<file path="src/verilog/cart_pkg.sv">
// Shared constants and vector types for the sound cartridge model.
// Holds the I/O port map, PSG register indices and timing constants.
// Other files refer to these by scoped names.

package cart_pkg;

	// Bus and sound vector types
	typedef logic [7:0] io_addr_t;
	typedef logic [7:0] bus_data_t;
	// Unsigned mix level, also used as PWM duty
	typedef logic [7:0] mix_level_t;

	// --------------------------------------------------------------------
	// I/O port map
	// --------------------------------------------------------------------
	localparam io_addr_t PORT_PSG_ADDR     = 8'hA0;
	localparam io_addr_t PORT_PSG_WRITE    = 8'hA1;
	localparam io_addr_t PORT_PSG_READ     = 8'hA2;
	localparam io_addr_t PORT_TIMER_RELOAD = 8'hA4;
	localparam io_addr_t PORT_TIMER_CTRL   = 8'hA5;

	// --------------------------------------------------------------------
	// PSG register indices
	// --------------------------------------------------------------------
	localparam logic [3:0] REG_PERIOD_A = 4'd0;
	localparam logic [3:0] REG_PERIOD_B = 4'd1;
	localparam logic [3:0] REG_PERIOD_C = 4'd2;
	localparam logic [3:0] REG_ENABLE   = 4'd7;
	localparam logic [3:0] REG_VOLUME_A = 4'd8;
	localparam logic [3:0] REG_VOLUME_B = 4'd9;
	localparam logic [3:0] REG_VOLUME_C = 4'd10;

	// Timing
	localparam int MCLK_DIV            = 6;
	localparam int STARTUP_WAIT_CYCLES = 16;
	localparam int PWM_PERIOD          = 256;
	localparam int VOLUME_SHIFT        = 2;

endpackage

</file>
<file path="src/verilog/cart_io_bus_if.sv">
// Internal I/O bus between the cartridge top level and its peripherals.
// The top level drives every signal; peripherals only listen.

`timescale 1ns/1ps

interface cart_io_bus_if;

	// CPU strobes, active low
	logic                 n_iorq;
	logic                 n_rd;
	logic                 n_wr;
	// Low byte of the I/O address and write data
	cart_pkg::io_addr_t   address;
	cart_pkg::bus_data_t  wdata;
	// One clk pulse at the start of an I/O write
	logic                 wr_strobe;

	modport master (
		output n_iorq, n_rd, n_wr, address, wdata, wr_strobe
	);

	modport peripheral (
		input n_iorq, n_rd, n_wr, address, wdata, wr_strobe
	);

endinterface

</file>
<file path="src/verilog/cart_timing.sv">
// Master-clock enable and startup wait for the cartridge.
// mclk_en pulses once every MCLK_DIV clk; twait holds the CPU
// for STARTUP_WAIT_CYCLES clk after reset is released.

`timescale 1ns/1ps

module cart_timing (
	input  logic clk,
	input  logic w_n_reset,
	output logic mclk_en,
	output logic twait
);

	logic [2:0] div_cnt;
	logic [4:0] wait_cnt;

	// --------------------------------------------------------------------
	// Divide by six
	// --------------------------------------------------------------------
	always_ff @(posedge clk) begin
		if (!w_n_reset) begin
			div_cnt <= 3'd0;
			mclk_en <= 1'b0;
		end else begin
			// Pulse as the counter wraps back to zero
			mclk_en <= (div_cnt == 3'(cart_pkg::MCLK_DIV - 1));
			if (div_cnt == 3'(cart_pkg::MCLK_DIV - 1)) begin
				div_cnt <= 3'd0;
			end else begin
				div_cnt <= div_cnt + 3'd1;
			end
		end
	end

	// --------------------------------------------------------------------
	// Startup wait
	// --------------------------------------------------------------------
	always_ff @(posedge clk) begin
		if (!w_n_reset) begin
			wait_cnt <= 5'd0;
		end else if (wait_cnt != 5'(cart_pkg::STARTUP_WAIT_CYCLES)) begin
			wait_cnt <= wait_cnt + 5'd1;
		end
	end

	// Stays low once the count saturates
	assign twait = (wait_cnt != 5'(cart_pkg::STARTUP_WAIT_CYCLES));

endmodule

</file>
<file path="src/verilog/psg_regs.sv">
// PSG register block on the I/O bus.
// Port A0h latches the register index, A1h writes the indexed register,
// A2h reads it back. Outputs feed the tone generator directly.

`timescale 1ns/1ps

module psg_regs (
	input  logic                 clk,
	input  logic                 w_n_reset,
	cart_io_bus_if.peripheral    bus,
	output cart_pkg::bus_data_t  rdata,
	output logic                 rdata_en,
	output cart_pkg::bus_data_t  period_a,
	output cart_pkg::bus_data_t  period_b,
	output cart_pkg::bus_data_t  period_c,
	output logic [2:0]           tone_enable_n,
	output logic [3:0]           volume_a,
	output logic [3:0]           volume_b,
	output logic [3:0]           volume_c
);

	logic [3:0]          reg_index;
	cart_pkg::bus_data_t enable_reg;
	cart_pkg::bus_data_t read_value;
	logic                rd_match;

	// Low bit of enable register gates channel A
	assign tone_enable_n = enable_reg[2:0];

	// --------------------------------------------------------------------
	// Index latch and register writes
	// --------------------------------------------------------------------
	always_ff @(posedge clk) begin
		if (!w_n_reset) begin
			reg_index  <= 4'd0;
			period_a   <= '0;
			period_b   <= '0;
			period_c   <= '0;
			// All tones off
			enable_reg <= 8'hFF;
			volume_a   <= 4'd0;
			volume_b   <= 4'd0;
			volume_c   <= 4'd0;
		end else if (bus.wr_strobe) begin
			if (bus.address == cart_pkg::PORT_PSG_ADDR) begin
				reg_index <= bus.wdata[3:0];
			end else if (bus.address == cart_pkg::PORT_PSG_WRITE) begin
				case (reg_index)
					cart_pkg::REG_PERIOD_A: period_a   <= bus.wdata;
					cart_pkg::REG_PERIOD_B: period_b   <= bus.wdata;
					cart_pkg::REG_PERIOD_C: period_c   <= bus.wdata;
					cart_pkg::REG_ENABLE:   enable_reg <= bus.wdata;
					cart_pkg::REG_VOLUME_A: volume_a   <= bus.wdata[3:0];
					cart_pkg::REG_VOLUME_B: volume_b   <= bus.wdata[3:0];
					cart_pkg::REG_VOLUME_C: volume_c   <= bus.wdata[3:0];
					// Writes to unused indices are dropped
					default: ;
				endcase
			end
		end
	end

	// --------------------------------------------------------------------
	// Read-back
	// --------------------------------------------------------------------
	always_comb begin
		case (reg_index)
			cart_pkg::REG_PERIOD_A: read_value = period_a;
			cart_pkg::REG_PERIOD_B: read_value = period_b;
			cart_pkg::REG_PERIOD_C: read_value = period_c;
			cart_pkg::REG_ENABLE:   read_value = enable_reg;
			cart_pkg::REG_VOLUME_A: read_value = {4'h0, volume_a};
			cart_pkg::REG_VOLUME_B: read_value = {4'h0, volume_b};
			cart_pkg::REG_VOLUME_C: read_value = {4'h0, volume_c};
			default:                read_value = 8'hFF;
		endcase
	end

	assign rd_match = !bus.n_iorq && !bus.n_rd &&
		(bus.address == cart_pkg::PORT_PSG_READ);

	always_ff @(posedge clk) begin
		if (!w_n_reset) begin
			rdata_en <= 1'b0;
		end else begin
			rdata_en <= rd_match;
		end
	end

	// Data follows the enable, only seen while rdata_en is high
	always_ff @(posedge clk) begin
		rdata <= read_value;
	end

endmodule

</file>
<file path="src/verilog/psg_tone.sv">
// Three square-wave tone channels clocked by mclk_en.
// Audible channels add their scaled volume into one registered mix level.

`timescale 1ns/1ps

module psg_tone (
	input  logic                  clk,
	input  logic                  w_n_reset,
	input  logic                  mclk_en,
	input  cart_pkg::bus_data_t   period_a,
	input  cart_pkg::bus_data_t   period_b,
	input  cart_pkg::bus_data_t   period_c,
	input  logic [2:0]            tone_enable_n,
	input  logic [3:0]            volume_a,
	input  logic [3:0]            volume_b,
	input  logic [3:0]            volume_c,
	output cart_pkg::mix_level_t  mix_level
);

	cart_pkg::bus_data_t  period [3];
	logic [3:0]           volume [3];
	logic [7:0]           tone_cnt [3];
	logic [2:0]           wave;
	cart_pkg::mix_level_t mix_next;

	// Channel order A, B, C
	assign period[0] = period_a;
	assign period[1] = period_b;
	assign period[2] = period_c;
	assign volume[0] = volume_a;
	assign volume[1] = volume_b;
	assign volume[2] = volume_c;

	// --------------------------------------------------------------------
	// Tone counters
	// --------------------------------------------------------------------
	always_ff @(posedge clk) begin
		if (!w_n_reset) begin
			for (int i = 0; i < 3; i++) begin
				tone_cnt[i] <= 8'd0;
				wave[i]     <= 1'b0;
			end
		end else begin
			for (int i = 0; i < 3; i++) begin
				if (period[i] == 8'd0) begin
					// Zero period parks the wave high
					tone_cnt[i] <= 8'd0;
					wave[i]     <= 1'b1;
				end else if (mclk_en) begin
					if (tone_cnt[i] >= period[i] - 8'd1) begin
						tone_cnt[i] <= 8'd0;
						wave[i]     <= ~wave[i];
					end else begin
						tone_cnt[i] <= tone_cnt[i] + 8'd1;
					end
				end
			end
		end
	end

	// --------------------------------------------------------------------
	// Mixer
	// --------------------------------------------------------------------
	always_comb begin
		mix_next = '0;
		for (int i = 0; i < 3; i++) begin
			// Max 3 * 15 * 4 = 180, fits in 8 bits
			if (!tone_enable_n[i] && wave[i]) begin
				mix_next = mix_next +
					(cart_pkg::mix_level_t'(volume[i]) << cart_pkg::VOLUME_SHIFT);
			end
		end
	end

	always_ff @(posedge clk) begin
		if (!w_n_reset) begin
			mix_level <= '0;
		end else begin
			mix_level <= mix_next;
		end
	end

endmodule

</file>
<file path="src/verilog/cart_timer_irq.sv">
// Repeating down-counter timer standing in for the FM timer interrupt.
// A4h sets the reload value, A5h controls run, interrupt enable and flag clear.

`timescale 1ns/1ps

module cart_timer_irq (
	input  logic                 clk,
	input  logic                 w_n_reset,
	input  logic                 mclk_en,
	cart_io_bus_if.peripheral    bus,
	output cart_pkg::bus_data_t  rdata,
	output logic                 rdata_en,
	output logic                 tint
);

	cart_pkg::bus_data_t reload;
	cart_pkg::bus_data_t count;
	logic                run;
	logic                irq_en;
	logic                flag;
	logic                rd_match;

	// --------------------------------------------------------------------
	// Control writes and counter
	// --------------------------------------------------------------------
	always_ff @(posedge clk) begin
		if (!w_n_reset) begin
			reload <= '0;
			count  <= '0;
			run    <= 1'b0;
			irq_en <= 1'b0;
			flag   <= 1'b0;
		end else begin
			if (bus.wr_strobe && bus.address == cart_pkg::PORT_TIMER_RELOAD) begin
				reload <= bus.wdata;
			end
			if (bus.wr_strobe && bus.address == cart_pkg::PORT_TIMER_CTRL) begin
				run    <= bus.wdata[0];
				irq_en <= bus.wdata[1];
				if (bus.wdata[7]) begin
					flag <= 1'b0;
				end
			end
			// Stopped timer tracks the reload value
			if (!run) begin
				count <= reload;
			end else if (mclk_en) begin
				if (count == 8'd0) begin
					// Expiry wins over a same-cycle clear
					flag  <= 1'b1;
					count <= reload;
				end else begin
					count <= count - 8'd1;
				end
			end
		end
	end

	// Interrupt pin, one clk behind the flag
	always_ff @(posedge clk) begin
		if (!w_n_reset) begin
			tint <= 1'b0;
		end else begin
			tint <= flag & irq_en;
		end
	end

	// --------------------------------------------------------------------
	// Status read
	// --------------------------------------------------------------------
	assign rd_match = !bus.n_iorq && !bus.n_rd &&
		(bus.address == cart_pkg::PORT_TIMER_CTRL);

	always_ff @(posedge clk) begin
		if (!w_n_reset) begin
			rdata_en <= 1'b0;
		end else begin
			rdata_en <= rd_match;
		end
	end

	always_ff @(posedge clk) begin
		rdata <= {6'd0, run, flag};
	end

endmodule

</file>
<file path="src/verilog/sound_pwm.sv">
// One-bit PWM sound output.
// The duty is taken from mix_level once per frame, so every frame
// carries a single level.

`timescale 1ns/1ps

module sound_pwm (
	input  logic                  clk,
	input  logic                  w_n_reset,
	input  cart_pkg::mix_level_t  mix_level,
	output logic                  tsnd
);

	logic [7:0]           frame_cnt;
	cart_pkg::mix_level_t duty;

	// --------------------------------------------------------------------
	// Frame counter and duty latch
	// --------------------------------------------------------------------
	always_ff @(posedge clk) begin
		if (!w_n_reset) begin
			frame_cnt <= 8'd0;
			duty      <= '0;
		end else begin
			// Wraps every PWM_PERIOD clk
			frame_cnt <= frame_cnt + 8'd1;
			if (frame_cnt == 8'(cart_pkg::PWM_PERIOD - 1)) begin
				duty <= mix_level;
			end
		end
	end

	// High for the first duty cycles of each frame
	always_ff @(posedge clk) begin
		if (!w_n_reset) begin
			tsnd <= 1'b0;
		end else begin
			tsnd <= (frame_cnt < duty);
		end
	end

endmodule

</file>
<file path="src/verilog/tangcart_top.sv">
// Cartridge top level for the MSX sound and interrupt model.
// Maps the CPU I/O pins onto the internal bus, joins the PSG, timer,
// clock timing and PWM blocks, and returns read data on td_out.

`timescale 1ns/1ps

module tangcart_top (
	input  logic                 clk,
	input  logic                 w_n_reset,
	input  logic                 n_tiorq,
	input  logic                 n_trd,
	input  logic                 n_twr,
	input  cart_pkg::io_addr_t   ta,
	input  cart_pkg::bus_data_t  td_in,
	output cart_pkg::bus_data_t  td_out,
	output logic                 tdir,
	output logic                 twait,
	output logic                 tint,
	output logic                 tsnd
);

	cart_io_bus_if bus ();

	logic                 mclk_en;
	logic                 wr_cond;
	logic                 wr_cond_q;
	cart_pkg::bus_data_t  psg_rdata;
	logic                 psg_rdata_en;
	cart_pkg::bus_data_t  tmr_rdata;
	logic                 tmr_rdata_en;
	cart_pkg::bus_data_t  period_a;
	cart_pkg::bus_data_t  period_b;
	cart_pkg::bus_data_t  period_c;
	logic [2:0]           tone_enable_n;
	logic [3:0]           volume_a;
	logic [3:0]           volume_b;
	logic [3:0]           volume_c;
	cart_pkg::mix_level_t mix_level;

	// --------------------------------------------------------------------
	// Bus pins and write strobe
	// --------------------------------------------------------------------
	assign bus.n_iorq  = n_tiorq;
	assign bus.n_rd    = n_trd;
	assign bus.n_wr    = n_twr;
	assign bus.address = ta;
	assign bus.wdata   = td_in;

	assign wr_cond = !bus.n_iorq && !bus.n_wr;

	always_ff @(posedge clk) begin
		if (!w_n_reset) begin
			wr_cond_q <= 1'b0;
		end else begin
			wr_cond_q <= wr_cond;
		end
	end

	// First clk of the write only
	assign bus.wr_strobe = wr_cond && !wr_cond_q;

	// PSG data first when both would answer
	assign tdir   = psg_rdata_en | tmr_rdata_en;
	assign td_out = !tdir        ? 8'h00 :
	                psg_rdata_en ? psg_rdata : tmr_rdata;

	// --------------------------------------------------------------------
	// Peripherals
	// --------------------------------------------------------------------
	cart_timing u_timing (
		.clk       (clk),
		.w_n_reset (w_n_reset),
		.mclk_en   (mclk_en),
		.twait     (twait)
	);

	psg_regs u_psg_regs (
		.clk           (clk),
		.w_n_reset     (w_n_reset),
		.bus           (bus.peripheral),
		.rdata         (psg_rdata),
		.rdata_en      (psg_rdata_en),
		.period_a      (period_a),
		.period_b      (period_b),
		.period_c      (period_c),
		.tone_enable_n (tone_enable_n),
		.volume_a      (volume_a),
		.volume_b      (volume_b),
		.volume_c      (volume_c)
	);

	psg_tone u_psg_tone (
		.clk           (clk),
		.w_n_reset     (w_n_reset),
		.mclk_en       (mclk_en),
		.period_a      (period_a),
		.period_b      (period_b),
		.period_c      (period_c),
		.tone_enable_n (tone_enable_n),
		.volume_a      (volume_a),
		.volume_b      (volume_b),
		.volume_c      (volume_c),
		.mix_level     (mix_level)
	);

	cart_timer_irq u_timer (
		.clk       (clk),
		.w_n_reset (w_n_reset),
		.mclk_en   (mclk_en),
		.bus       (bus.peripheral),
		.rdata     (tmr_rdata),
		.rdata_en  (tmr_rdata_en),
		.tint      (tint)
	);

	sound_pwm u_pwm (
		.clk       (clk),
		.w_n_reset (w_n_reset),
		.mix_level (mix_level),
		.tsnd      (tsnd)
	);

endmodule

</file>
<file path="config.mk">
export PLATFORM = sky130hd
export DESIGN_NAME = tangcart_top
export DESIGN_NICKNAME = d
export VERILOG_FILES = /design/src/verilog/cart_pkg.sv /design/src/verilog/cart_io_bus_if.sv /design/src/verilog/cart_timing.sv /design/src/verilog/psg_regs.sv /design/src/verilog/psg_tone.sv /design/src/verilog/cart_timer_irq.sv /design/src/verilog/sound_pwm.sv /design/src/verilog/tangcart_top.sv
export SDC_FILE = /design/constraint.sdc
export NUM_CORES = 1
export LEC_CHECK = 0
export ABC_AREA = 1
export CORE_ASPECT_RATIO = 1.25
export CORE_MARGIN = 2
export CORE_UTILIZATION = 60
export DETAILED_ROUTE_END_ITERATION = 12
export DONT_BUFFER_PORTS = 1
export PLACE_DENSITY = 0.77
export SLEW_MARGIN = 40
export SYNTH_ARGS = -nofsm -noshare
export SYNTH_HDL_FRONTEND = slang
export SYNTH_HIERARCHICAL = 1
export SYNTH_SLANG_ARGS = --single-unit
</file>
<file path="constraint.sdc">
create_clock -name clk -period 5.15 [get_ports clk]
set_clock_uncertainty 0.15 [all_clocks]
set_input_delay 1.03 -clock clk [delete_from_list [all_inputs] [get_ports clk]]
set_output_delay 1.03 -clock clk [all_outputs]
set_load 0.005 [all_outputs]
</file>
# Yosys cells after proc, flatten, opt, wreduce, memory -nomap -nowiden
# Memories as Yosys holds them, arrays and structs flattened.
# Index checks and enable logic that the tools add are counted.
# W data, S select, Z words.
totals:
  register_bits: 118
  latchBits: 0
  ram_bits: 24
  mem_bits_ro: 0
  inputBits: 21
  output_inout_bits: 12
  wordCells: 189
  n_memories: 1
classes:
  addsub: 12
  n_mul: 0
  div_mod_pow: 0
  magnitude_cmp: 4
  n_eq_ne: 15
  shift: 0
  muxes: 72
  bitwise_logic: 16
  n_reduce_logical: 40
mem_list:
  columns: ["name", "depth", "word_bits", "rd", "rd_ports_with_merged_regs", "wr", "line_no", "text"]
  rows:
  - ["u_psg_tone.tone_cnt", 3, 8, 3, 0, 3, "psg_tone.sv:22", "logic [7:0] tone_cnt [3];"]
ops:
  columns: ["operator", "count"]
  rows:
  - ["$mux W8", 16]
  - ["$pmux W8 S7", 1]
  - ["$mux W1", 54]
  - ["$eq A8 B8 Y1 const B", 6]
  - ["$add A8 B1 Y8 const B", 4]
  - ["$logic_not A8 Y1", 4]
  - ["$sub A8 B1 Y8 const B", 4]
  - ["$reduce_and A4 Y1", 7]
  - ["$ge A8 B8 Y1", 3]
  - ["$eq A4 B4 Y1 const B", 3]
  - ["$reduce_bool A2 Y1", 6]
  - ["$logic_and A1 B1 Y1", 10]
  - ["$or A1 B1 Y1", 10]
  - ["$add A8 B6 Y8", 1]
  - ["$lt A8 B8 Y1", 1]
  - ["$reduce_and A2 Y1", 4]
  - ["$add A6 B6 Y7", 1]
  - ["$logic_not A1 Y1", 7]
  - ["$mux W6", 1]
  - ["$add A5 B1 Y5 const B", 1]
  - ["$ne A5 B5 Y1 const B", 1]
  - ["$not A1 Y1", 5]
  - ["$eq A4 B1 Y1 const B", 1]
  - ["$eq A4 B2 Y1 const B", 1]
  - ["other kinds (7)", 7]

# Logic depth before layout (Yosys ltp)
# Gate-level depths: netlist of the first run.
depth:
  ltp_word: 9
  mapped_depth: 15
  depth_no_buf: 15

# By module
# Netlist of the first run, hierarchy kept.
modules_own_cells:
  columns: ["module", "instances", "cells_each", "area_per_inst_um2", "seq_area_each_um2"]
  rows:
  - ["psg_tone", 1, 384, 3083.0, 900.9]
  - ["psg_regs", 1, 393, 2763.9, 1141.1]
  - ["cart_timer_irq", 1, 158, 1166.1, 460.4]
  - ["sound_pwm", 1, 112, 838.3, 340.3]
  - ["cart_timing", 1, 50, 401.6, 180.2]
  - ["tangcart_top", 1, 34, 190.2, 20.0]

# Worst setup path before layout of the first run
# OpenSTA, ideal clock, no wires.
synth_timing:
  path_type: "flip-flop to flip-flop"
  from: "reg u_psg_regs.enable_reg[0]"
  to: "reg u_psg_tone.mix_level[6]"
  setup_time_ps: 70
  t_arrival_ps: 2420
  required_ps: 4930
  path_slack_ps: 2510
  stages_incl_launch_ff: 15
  path_buffers: 1
  period_less_slack_ps: 2640
  path_cell_list: "dfxtp_1 -> buf_4 -> or2_4 -> nor2_4 -> ha_1 -> fa_1 -> inv_1 -> o21a_1 -> inv_1 -> fa_1 -> nand3_1 -> nand3_1 -> nand2_1 -> o21ai_0 -> a21oi_1"
synth_via:
  elab_chain_len: 7
synth_rtl:
  columns: ["item", "line_no", "text"]
  rows:
  - ["start, declared", "psg_regs.sv:23", "cart_pkg::bus_data_t enable_reg;"]
  - ["start signal, assigned", "psg_regs.sv:52", "cart_pkg::REG_ENABLE: enable_reg <= bus.wdata;"]
  - ["$logic_not A1 Y1 *", "psg_tone.sv:68", "if (!tone_enable_n[i] && wave[i]) begin"]
  - ["$logic_and A1 B1 Y1 *", "psg_tone.sv:68", null]
  - ["$mux W6 *", "psg_tone.sv:68", null]
  - ["$add A6 B6 Y7", "psg_tone.sv:69", "mix_next = mix_next +"]
  - ["$mux W8 *", "psg_tone.sv:68", null]
  - ["$add A8 B6 Y8", "psg_tone.sv:69", null]
  - ["$mux W8 *", "psg_tone.sv:68", null]
  - ["end signal, assigned", "psg_tone.sv:79", "mix_level <= mix_next;"]
  - ["end, declared", "psg_tone.sv:17", "output cart_pkg::mix_level_t mix_level"]
# Every way passes the cells marked *; elsewhere a longest branch is shown, timed or not.
# A chain may end at the register's enable or synchronous reset.

# Worst setup path after layout of the first run
layout_timing:
  from: "reg u_psg_tone.wave[0]"
  to: "reg u_psg_tone.mix_level[6]"
layout_via:
  elab_chain_len: 6
layout_rtl:
  columns: ["item", "line_no", "text"]
  rows:
  - ["start, declared", "psg_tone.sv:23", "logic [2:0] wave;"]
  - ["start signal, assigned by index", "psg_tone.sv:52", "wave[i] <= ~wave[i];"]
  - ["$logic_and A1 B1 Y1 *", "psg_tone.sv:68", null]
  - ["$mux W6 *", "psg_tone.sv:68", null]
  - ["$add A6 B6 Y7", "psg_tone.sv:69", null]
  - ["$mux W8 *", "psg_tone.sv:68", null]
  - ["$add A8 B6 Y8", "psg_tone.sv:69", null]
  - ["$mux W8 *", "psg_tone.sv:68", null]
# Marks and branches as above.

==> summary.md, run 1 <==
| Metric | Value |
|---|---|
| Tightest Pin Transition | 738 ps |
| Drt drc | 0 |
| Antenna violations before repair | 0 |
| Final setup violation count | 0 |
| Crit Path Class | register to register |
| Synth-to-Final Area Change | 7.56% |
| Clock Tree Buf Depth | 2 |
| Setup TNS | 0 ps |
| Worst setup slack after layout | 2330 ps |
| Share of Yosys cell area claimed by the top area cell type | 27.5% |
| Core area | 0.0138 mm2 |
| Post-Syn Area per Cell | 7.47 um2 |
| Pins Over Slew Limit | 0 |
| Period utilization | 54.8% |
| First-pass iteration count of the detailed router | 5 |
| Synth cell types | 47 |
| HPWL after DPL | 12800 um |
| H-tree depth | 4 |
| PostCTS Resize Cnt | 0 |
| Min Tclk post-route | 2820 ps |
| Clock transition at path regs | 60 ps |
| Vert. Die Dim | 137 um |
| CP max FO | 5 |
| Placer Congestion | 0.912 |
| Yosys top cell by area | dfxtp_1 |
| Sequential area share after synthesis | 36.0% |
| Seq cells post-synth | 140 |
| Top register by number of flip-flops | u_psg_tone/tone_cnt |
| Pre-CTS setup slack | 2110 ps |
| Iter 0 DRT Violations | 448 |
| Final Power | 2.39 mW |
| Cts bufs inserted | 17 |
| Max FFs per register | 24 |
| Gate Count Post-Synth | 1131 |
| Total track usage | 25.0% |
| Hold/Removal Path Class | register to register |
| P_leak | 4.08 nW |
| Antenna viol nets, final | 0 |
| CTS tree | built |
| Root buf cell | clkbuf_16 |
| Drt via density | 5.26 |
| Largest net degree at the start of global routing | 81 |
| Power density over the cells | 264 mW/mm2 |
| Die area | 0.0150 mm2 |
| Relative slew slack | 50.4% |
| Req. time, crit path | 5360 ps |
| Yosys warnings | 6 |
| Share of cells above drive strength 1 | 10.8% |
| Syn Std Cell Area | 0.00844 mm2 |
| Drt total wl | 17700 um |
| Postcts setup bufs | 0 |
| Worst Hold Slack | 236 ps |
| Top cells by area, synth | dfxtp_1 28%, nand2_1 10%, edfxtp_1 8.5%, ha_1 8.2%, nand3_1 7.6% |
| Commonest non-fill, non-tap cells in the layout | 235 x nand2_1, 166 x nor2_1, 128 x nand3_1 |
| Global-route wire length before repair | 29500 um |
| FMAX | 354 MHz |
| GR Overflow Total | 0 |
| Row Count | 48 |
| Max cap viols | 0 |
| Inserted Diodes | 0 |
| WP data arrival | 3030 ps |
| Via count | 6927 |
| Most common cell after layout, fill and taps aside | nand2_1 |
| Final Hold Viols | 0 |
| Wire per inst | 13.4 um |
| Status | finished, final reports clean |
| Layout Nets | 1208 |
| Clock sinks | 140 |
| Top Ports | 33 |
| RSZ-0062 raised after global routing | false |
| CTS Hold Bufs | 0 |
| CP endpoint kind | register |
| Die Wd | 110 um |
| PortBufs | 0 |
| Initial core utilization | 61.1% |
| Vias in the first global route | 6542 |
| Fin util | 65.7% |
| Max VDD drop | 197 uV |
| CP Launch Type | register |
| Worst-Skew Late Latency | 420 ps |
metal layers:
| metal | vias to the layer above | routed length (um) | global-route usage (%) |
|---|---|---|---|
| met5 | - | 0 | 0 |
| met4 | 0 | 574 | 11.7 |
| met3 | 39 | 716 | 5.10 |
| met2 | 134 | 9000 | 43.4 |
| met1 | 3135 | 7370 | 29.2 |
| li1 | 3619 | - | - |
area by class of cell:
class | count | area (um2)
inverters | 141 | 537
flip-flops and latches | 140 | 3040
fillers | 1225 | 4730
multi-input cells | 829 | 4680
repair buffers | 1 | 27.5
well taps | 175 | 219
clock inverters | 14 | 145
clock buffers | 18 | 429
power by group:
group | switching, mW | internal, mW | total [mW]
registers | 0.00799 | 1.12 | 1.13
logic | 0.0490 | 0.0240 | 0.0730
clock network | 0.480 | 0.713 | 1.19
total | 0.537 | 1.86 | 2.39
worst paths after layout:
path / startpoint / end / slack, ps / depth (start not counted)
setup / recovery: u_psg_tone/wave[0] / u_psg_tone/mix_level[6] / 2330 / 14
hold / removal: u_timer/flag / u_timer/rdata[0] / 240 / 0
setup reg to reg: u_psg_tone/wave[0] / u_psg_tone/mix_level[6] / 2330 / 14
hold reg to reg: u_timer/flag / u_timer/rdata[0] / 240 / 0
metrics by stage:
stage          cell area [um2]  cells
4_1_cts                   9080   1318
3_3_place_gp              8480   1285
3_5_place_dp              8510   1286
6_report                  9080   1318
2_1_floorplan             8470   1137
5_1_grt                   9080   1318
cells in the mapped netlist, drive strengths merged:
cell type,count
inv,139
buf,24
o21ai,27
nand3,131
xor2,22
nor2,210
nand4,13
a31oi,1
nor3b,1
a211oi,8
clkinv,2
o21bai,2
a21oi,54
o21a,3
nor3,12
a21boi,1
nand3b,4
or2,3
dfxtp,116
clkbuf,3
ha,55
o22ai,1
edfxtp,24
nand2,252
nor4,1
conb,2
fa,2
xnor2,18
worst max-delay path, cell delays in order (launching register included):
cell,delay [ps]
dfxtp_1,330
inv_1,80
or2_4,280
nor2_4,90
ha_1,200
fa_1,420
inv_1,60
o21a_1,180
inv_1,90
fa_1,430
nand3_1,90
nand3_1,70
nand2_1,80
o21ai_0,90
a21oi_1,100
logic make-up (layout without fill, tap and decap cells):
logic type / Yosys count / after routing / synth area share [%]
fa+ha+maj: 57 / 57 / 8.62
simple gates: 627 / 627 / 35.6
xor+xnor: 40 / 40 / 4.15
compound gates: 97 / 97 / 6.76
flops: 140 / 140 / 36.0
other cells: 2 / 8 / 0.0889
buf+inv: 168 / 174 / 8.79
No activity file was read; power rests on OpenSTA's default activity.
==> inputs of run 2 (changes only) <==
--- a/config.mk
+++ b/config.mk
@@ -8,7 +8,7 @@
 export ABC_AREA = 1
 export CORE_ASPECT_RATIO = 1.25
 export CORE_MARGIN = 2
-export CORE_UTILIZATION = 60
+export CORE_UTILIZATION = 58
 export DETAILED_ROUTE_END_ITERATION = 12
 export DONT_BUFFER_PORTS = 1
 export PLACE_DENSITY = 0.77
==> constraint.sdc (replaced) <==
create_clock -name clk -period 2.5 [get_ports clk]
set_clock_uncertainty 0.15 [all_clocks]
set_input_delay 0.5 -clock clk [delete_from_list [all_inputs] [get_ports clk]]
set_output_delay 0.5 -clock clk [all_outputs]
set_load 0.005 [all_outputs]
==> summary.md, run 2 (same netlist as run 1, synthesis figures left out) <==
| Metric | Value |
|---|---|
| FMAX | 389 MHz (was 354 MHz) |
| Violated checks | setup timing |
| Worst R2R Path Depth | 13 (was 14) |
| Wire per inst | 13.6 um (was 13.4 um) |
| Iter 0 DRT Violations | 413 (was 448) |
| Worst-Skew Late Latency | 430 ps (was 420 ps) |
| Most common cell after layout, fill and taps aside | nand2_1 (unchanged) |
| Synth-to-Final Area Change | 11.2% (was 7.56%) |
| Clock power frac | 52.8% (was 49.9%) |
| Row Count | 49 (was 48) |
| Post-layout instance area | 0.00939 mm2 (was 0.00908 mm2) |
| Via count | 7086 (was 6927) |
| Reg-to-reg startpoint | u_psg_tone/wave[0] (unchanged) |
| Inserted Diodes | 0 (unchanged) |
| Worst-path cell chain | inv_2 -> or2_4 -> nor2_4 -> ha_4 -> fa_1 -> inv_1 -> o21a_1 -> inv_2 -> ha_1 -> nand3_1 -> nand2_1 -> nand2_1 -> a211oi_1 (was inv_1 -> or2_4 -> nor2_4 -> ha_1 -> fa_1 -> inv_1 -> o21a_1 -> inv_1 -> fa_1 -> nand3_1 -> nand3_1 -> nand2_1 -> o21ai_0 -> a21oi_1) |
| Post-place instance area | 0.00861 mm2 (was 0.00851 mm2) |
| Register share of total power | 44.3% (was 47.1%) |
| Final Hold Viols | 0 (unchanged) |
| Worst r2r dst | u_psg_tone/mix_level[7] (was u_psg_tone/mix_level[6]) |
| FF+latch area | 0.00305 mm2 (was 0.00304 mm2) |
| R2R setup slack | -70 ps (was 2330 ps) |
| PortBufs | 0 (unchanged) |
| Hold/Removal Path Class | input port to register (was register to register) |
| CTS tree | built (unchanged) |
| Drt total wl | 18300 um (was 17700 um) |
| Max incr delay on CP | 400 ps (was 430 ps) |
| CP Launch Type | register (unchanged) |
| CP max FO | 4 (was 5) |
| Total track usage | 24.5% (was 25.0%) |
| Worst Hold Slack | 24.7 ps (was 236 ps) |
| First-pass iteration count of the detailed router | 5 (unchanged) |
| Clock Tree Buf Depth | 2 (unchanged) |
| Worst setup slack after layout | -68.5 ps (was 2330 ps) |
| Net Sw Frac | 20.4% (was 22.4%) |
| CP Capture Point | u_psg_tone/mix_level[7] (was u_psg_tone/mix_level[6]) |
| H-tree depth | 4 (unchanged) |
| Top Ports | 33 (unchanged) |
| Core area | 0.0143 mm2 (was 0.0138 mm2) |
| Largest net degree at the start of global routing | 81 (unchanged) |
| Initial core utilization | 59.1% (was 61.1%) |
| Vias in the first global route | 6911 (was 6542) |
| Die Wd | 112 um (was 110 um) |
| Antenna violations before repair | 0 (unchanged) |
| Slowest CP cell | fa_1 (unchanged) |
| Area of the multi-input gates | 0.00476 mm2 (was 0.00468 mm2) |
| GR Overflow Total | 0 (unchanged) |
| CP endpoint kind | register (unchanged) |
| Cts bufs inserted | 17 (unchanged) |
| Max VDD drop | 554 uV (was 197 uV) |
| Period utilization | 103% (was 54.8%) |
| Worst setup startpoint | u_psg_tone/wave[0] (unchanged) |
| Top register by number of flip-flops | u_psg_tone/tone_cnt (unchanged) |
| Min Tclk post-route | 2570 ps (was 2820 ps) |
| Max cap viols | 0 (unchanged) |
| Req. time, crit path | 2690 ps (was 5360 ps) |
| Final setup violation count | 4 (was 0) |
| HPWL after DPL | 13000 um (was 12800 um) |
| Commonest non-fill, non-tap cells in the layout | 233 x nand2_1, 165 x nor2_1, 126 x nand3_1 (was 235 x nand2_1, 166 x nor2_1, 128 x nand3_1) |
| Filler Cells Inserted | 1238 (was 1225) |
| Drt via density | 5.29 (was 5.26) |
| Max FFs per register | 24 (unchanged) |
| WP data arrival | 2760 ps (was 3030 ps) |
| Total net switching power | 1.07 mW (was 537 uW) |
| Power density over the cells | 559 mW/mm2 (was 264 mW/mm2) |
| Crit Path Class | register to register (unchanged) |
| Vert. Die Dim | 139 um (was 137 um) |
| Internal Power | 4.18 mW (was 1.86 mW) |
| RSZ-0062 raised after global routing | true (was false) |
| Share of cells above drive strength 1 | 13.3% (was 10.8%) |
| Global-route wire length before repair | 31100 um (was 29500 um) |
| Pins Over Slew Limit | 0 (unchanged) |
| Placer Congestion | 0.909 (was 0.912) |
| Root buf cell | clkbuf_16 (unchanged) |
| Drt drc | 0 (unchanged) |
| Status | finished with violations (was finished, final reports clean) |
| Pre-CTS setup slack | -70.2 ps (was 2110 ps) |
| Clock transition at path regs | 60 ps (about the same) |
| Layout Nets | 1227 (was 1208) |
| Setup TNS | -228 ps (was 0 ps) |
| Antenna viol nets, final | 0 (unchanged) |
| P_leak | 4.19 nW (was 4.08 nW) |
| Die area | 0.0155 mm2 (was 0.0150 mm2) |
| Combinational power share | 3.0% (about the same) |
| Clock sinks | 140 (unchanged) |
[run 2: changes by cell type in the layout (fill, tap and decap cells not counted), sizes merged]
cell and change:
dlygate4sd3 +4, inv -1, bufinv +3, clkinvlp +1
clkbuf +2, clkinv -5, buf +15
[run 2: worst min path at each step]
stage / start / to / slack [ps] / depth (start not counted)
floorplan: u_timer/flag / u_timer/rdata[0] / 200 / 0
global placement: u_timer/flag / u_timer/rdata[0] / 230 / 0
detailed placement: u_timer/flag / u_timer/rdata[0] / 230 / 0
CTS: w_n_reset / u_psg_regs/enable_reg[2] / 8 / 1
global route: w_n_reset / u_psg_regs/enable_reg[3] / 10 / 1
finish: w_n_reset / u_psg_regs/enable_reg[2] / 20 / 1
[run 2: critical path: cells and delay by family, from the launching register on]
family                   cells  cell delay (ps)
adder cells (fa/ha/maj)      3              820
buffers and inverters        3              140
AO/OA/AOI/OAI                2              320
AND/OR/NAND/NOR              5              710
flip-flops                   1              330
[run 2: repair_timing]
| action | CTS | global route |
|---|---|---|
| pin swaps | 4 | 6 |
| hold endpoints to repair | 2 | 0 |
| endpoints found under the setup margin | 4 | 14 |
| gates cloned | 0 | 0 |
| hold buffers | 4 | 0 |
| resized for setup | 3 | 13 |
| setup buffers | 3 | 1 |
[run 2: layout make-up]
class | count | share of cell area, %
multi-input combinational | 829 | 50.7
sequential | 140 | 32.4
tap | 178 | 2.37
clock buffer | 20 | 4.88
clock inverter | 12 | 2.03
timing repair buffer | 20 | 1.84
inverter | 141 | 5.72
[run 2: power groups by stage]
stage	clock (mW)	combinational, mW	sequential, mW
2_1_floorplan	0	0.145	2.37
3_3_place_gp	0	0.147	2.37
3_5_place_dp	0	0.151	2.37
4_1_cts	2.81	0.156	2.32
5_1_grt	2.90	0.177	2.32
6_report	2.77	0.157	2.32
[run 2: metrics by stage]
stage	power [mW]	util, %	cells
floorplan	2.51	-	1137
global placement	2.52	60.2	1300
detailed placement	2.52	60.2	1300
CTS	5.28	65.3	1339
global route	5.40	65.7	1340
finish	5.25	65.7	1340
[run 2: layer usage]
| layer | global-route usage [%] | routed length, um |
|---|---|---|
| met5 | 0 | 0 |
| met4 | 12.1 | 548 |
| met3 | 5.38 | 858 |
| met2 | 43.6 | 9420 |
| met1 | 27.4 | 7440 |
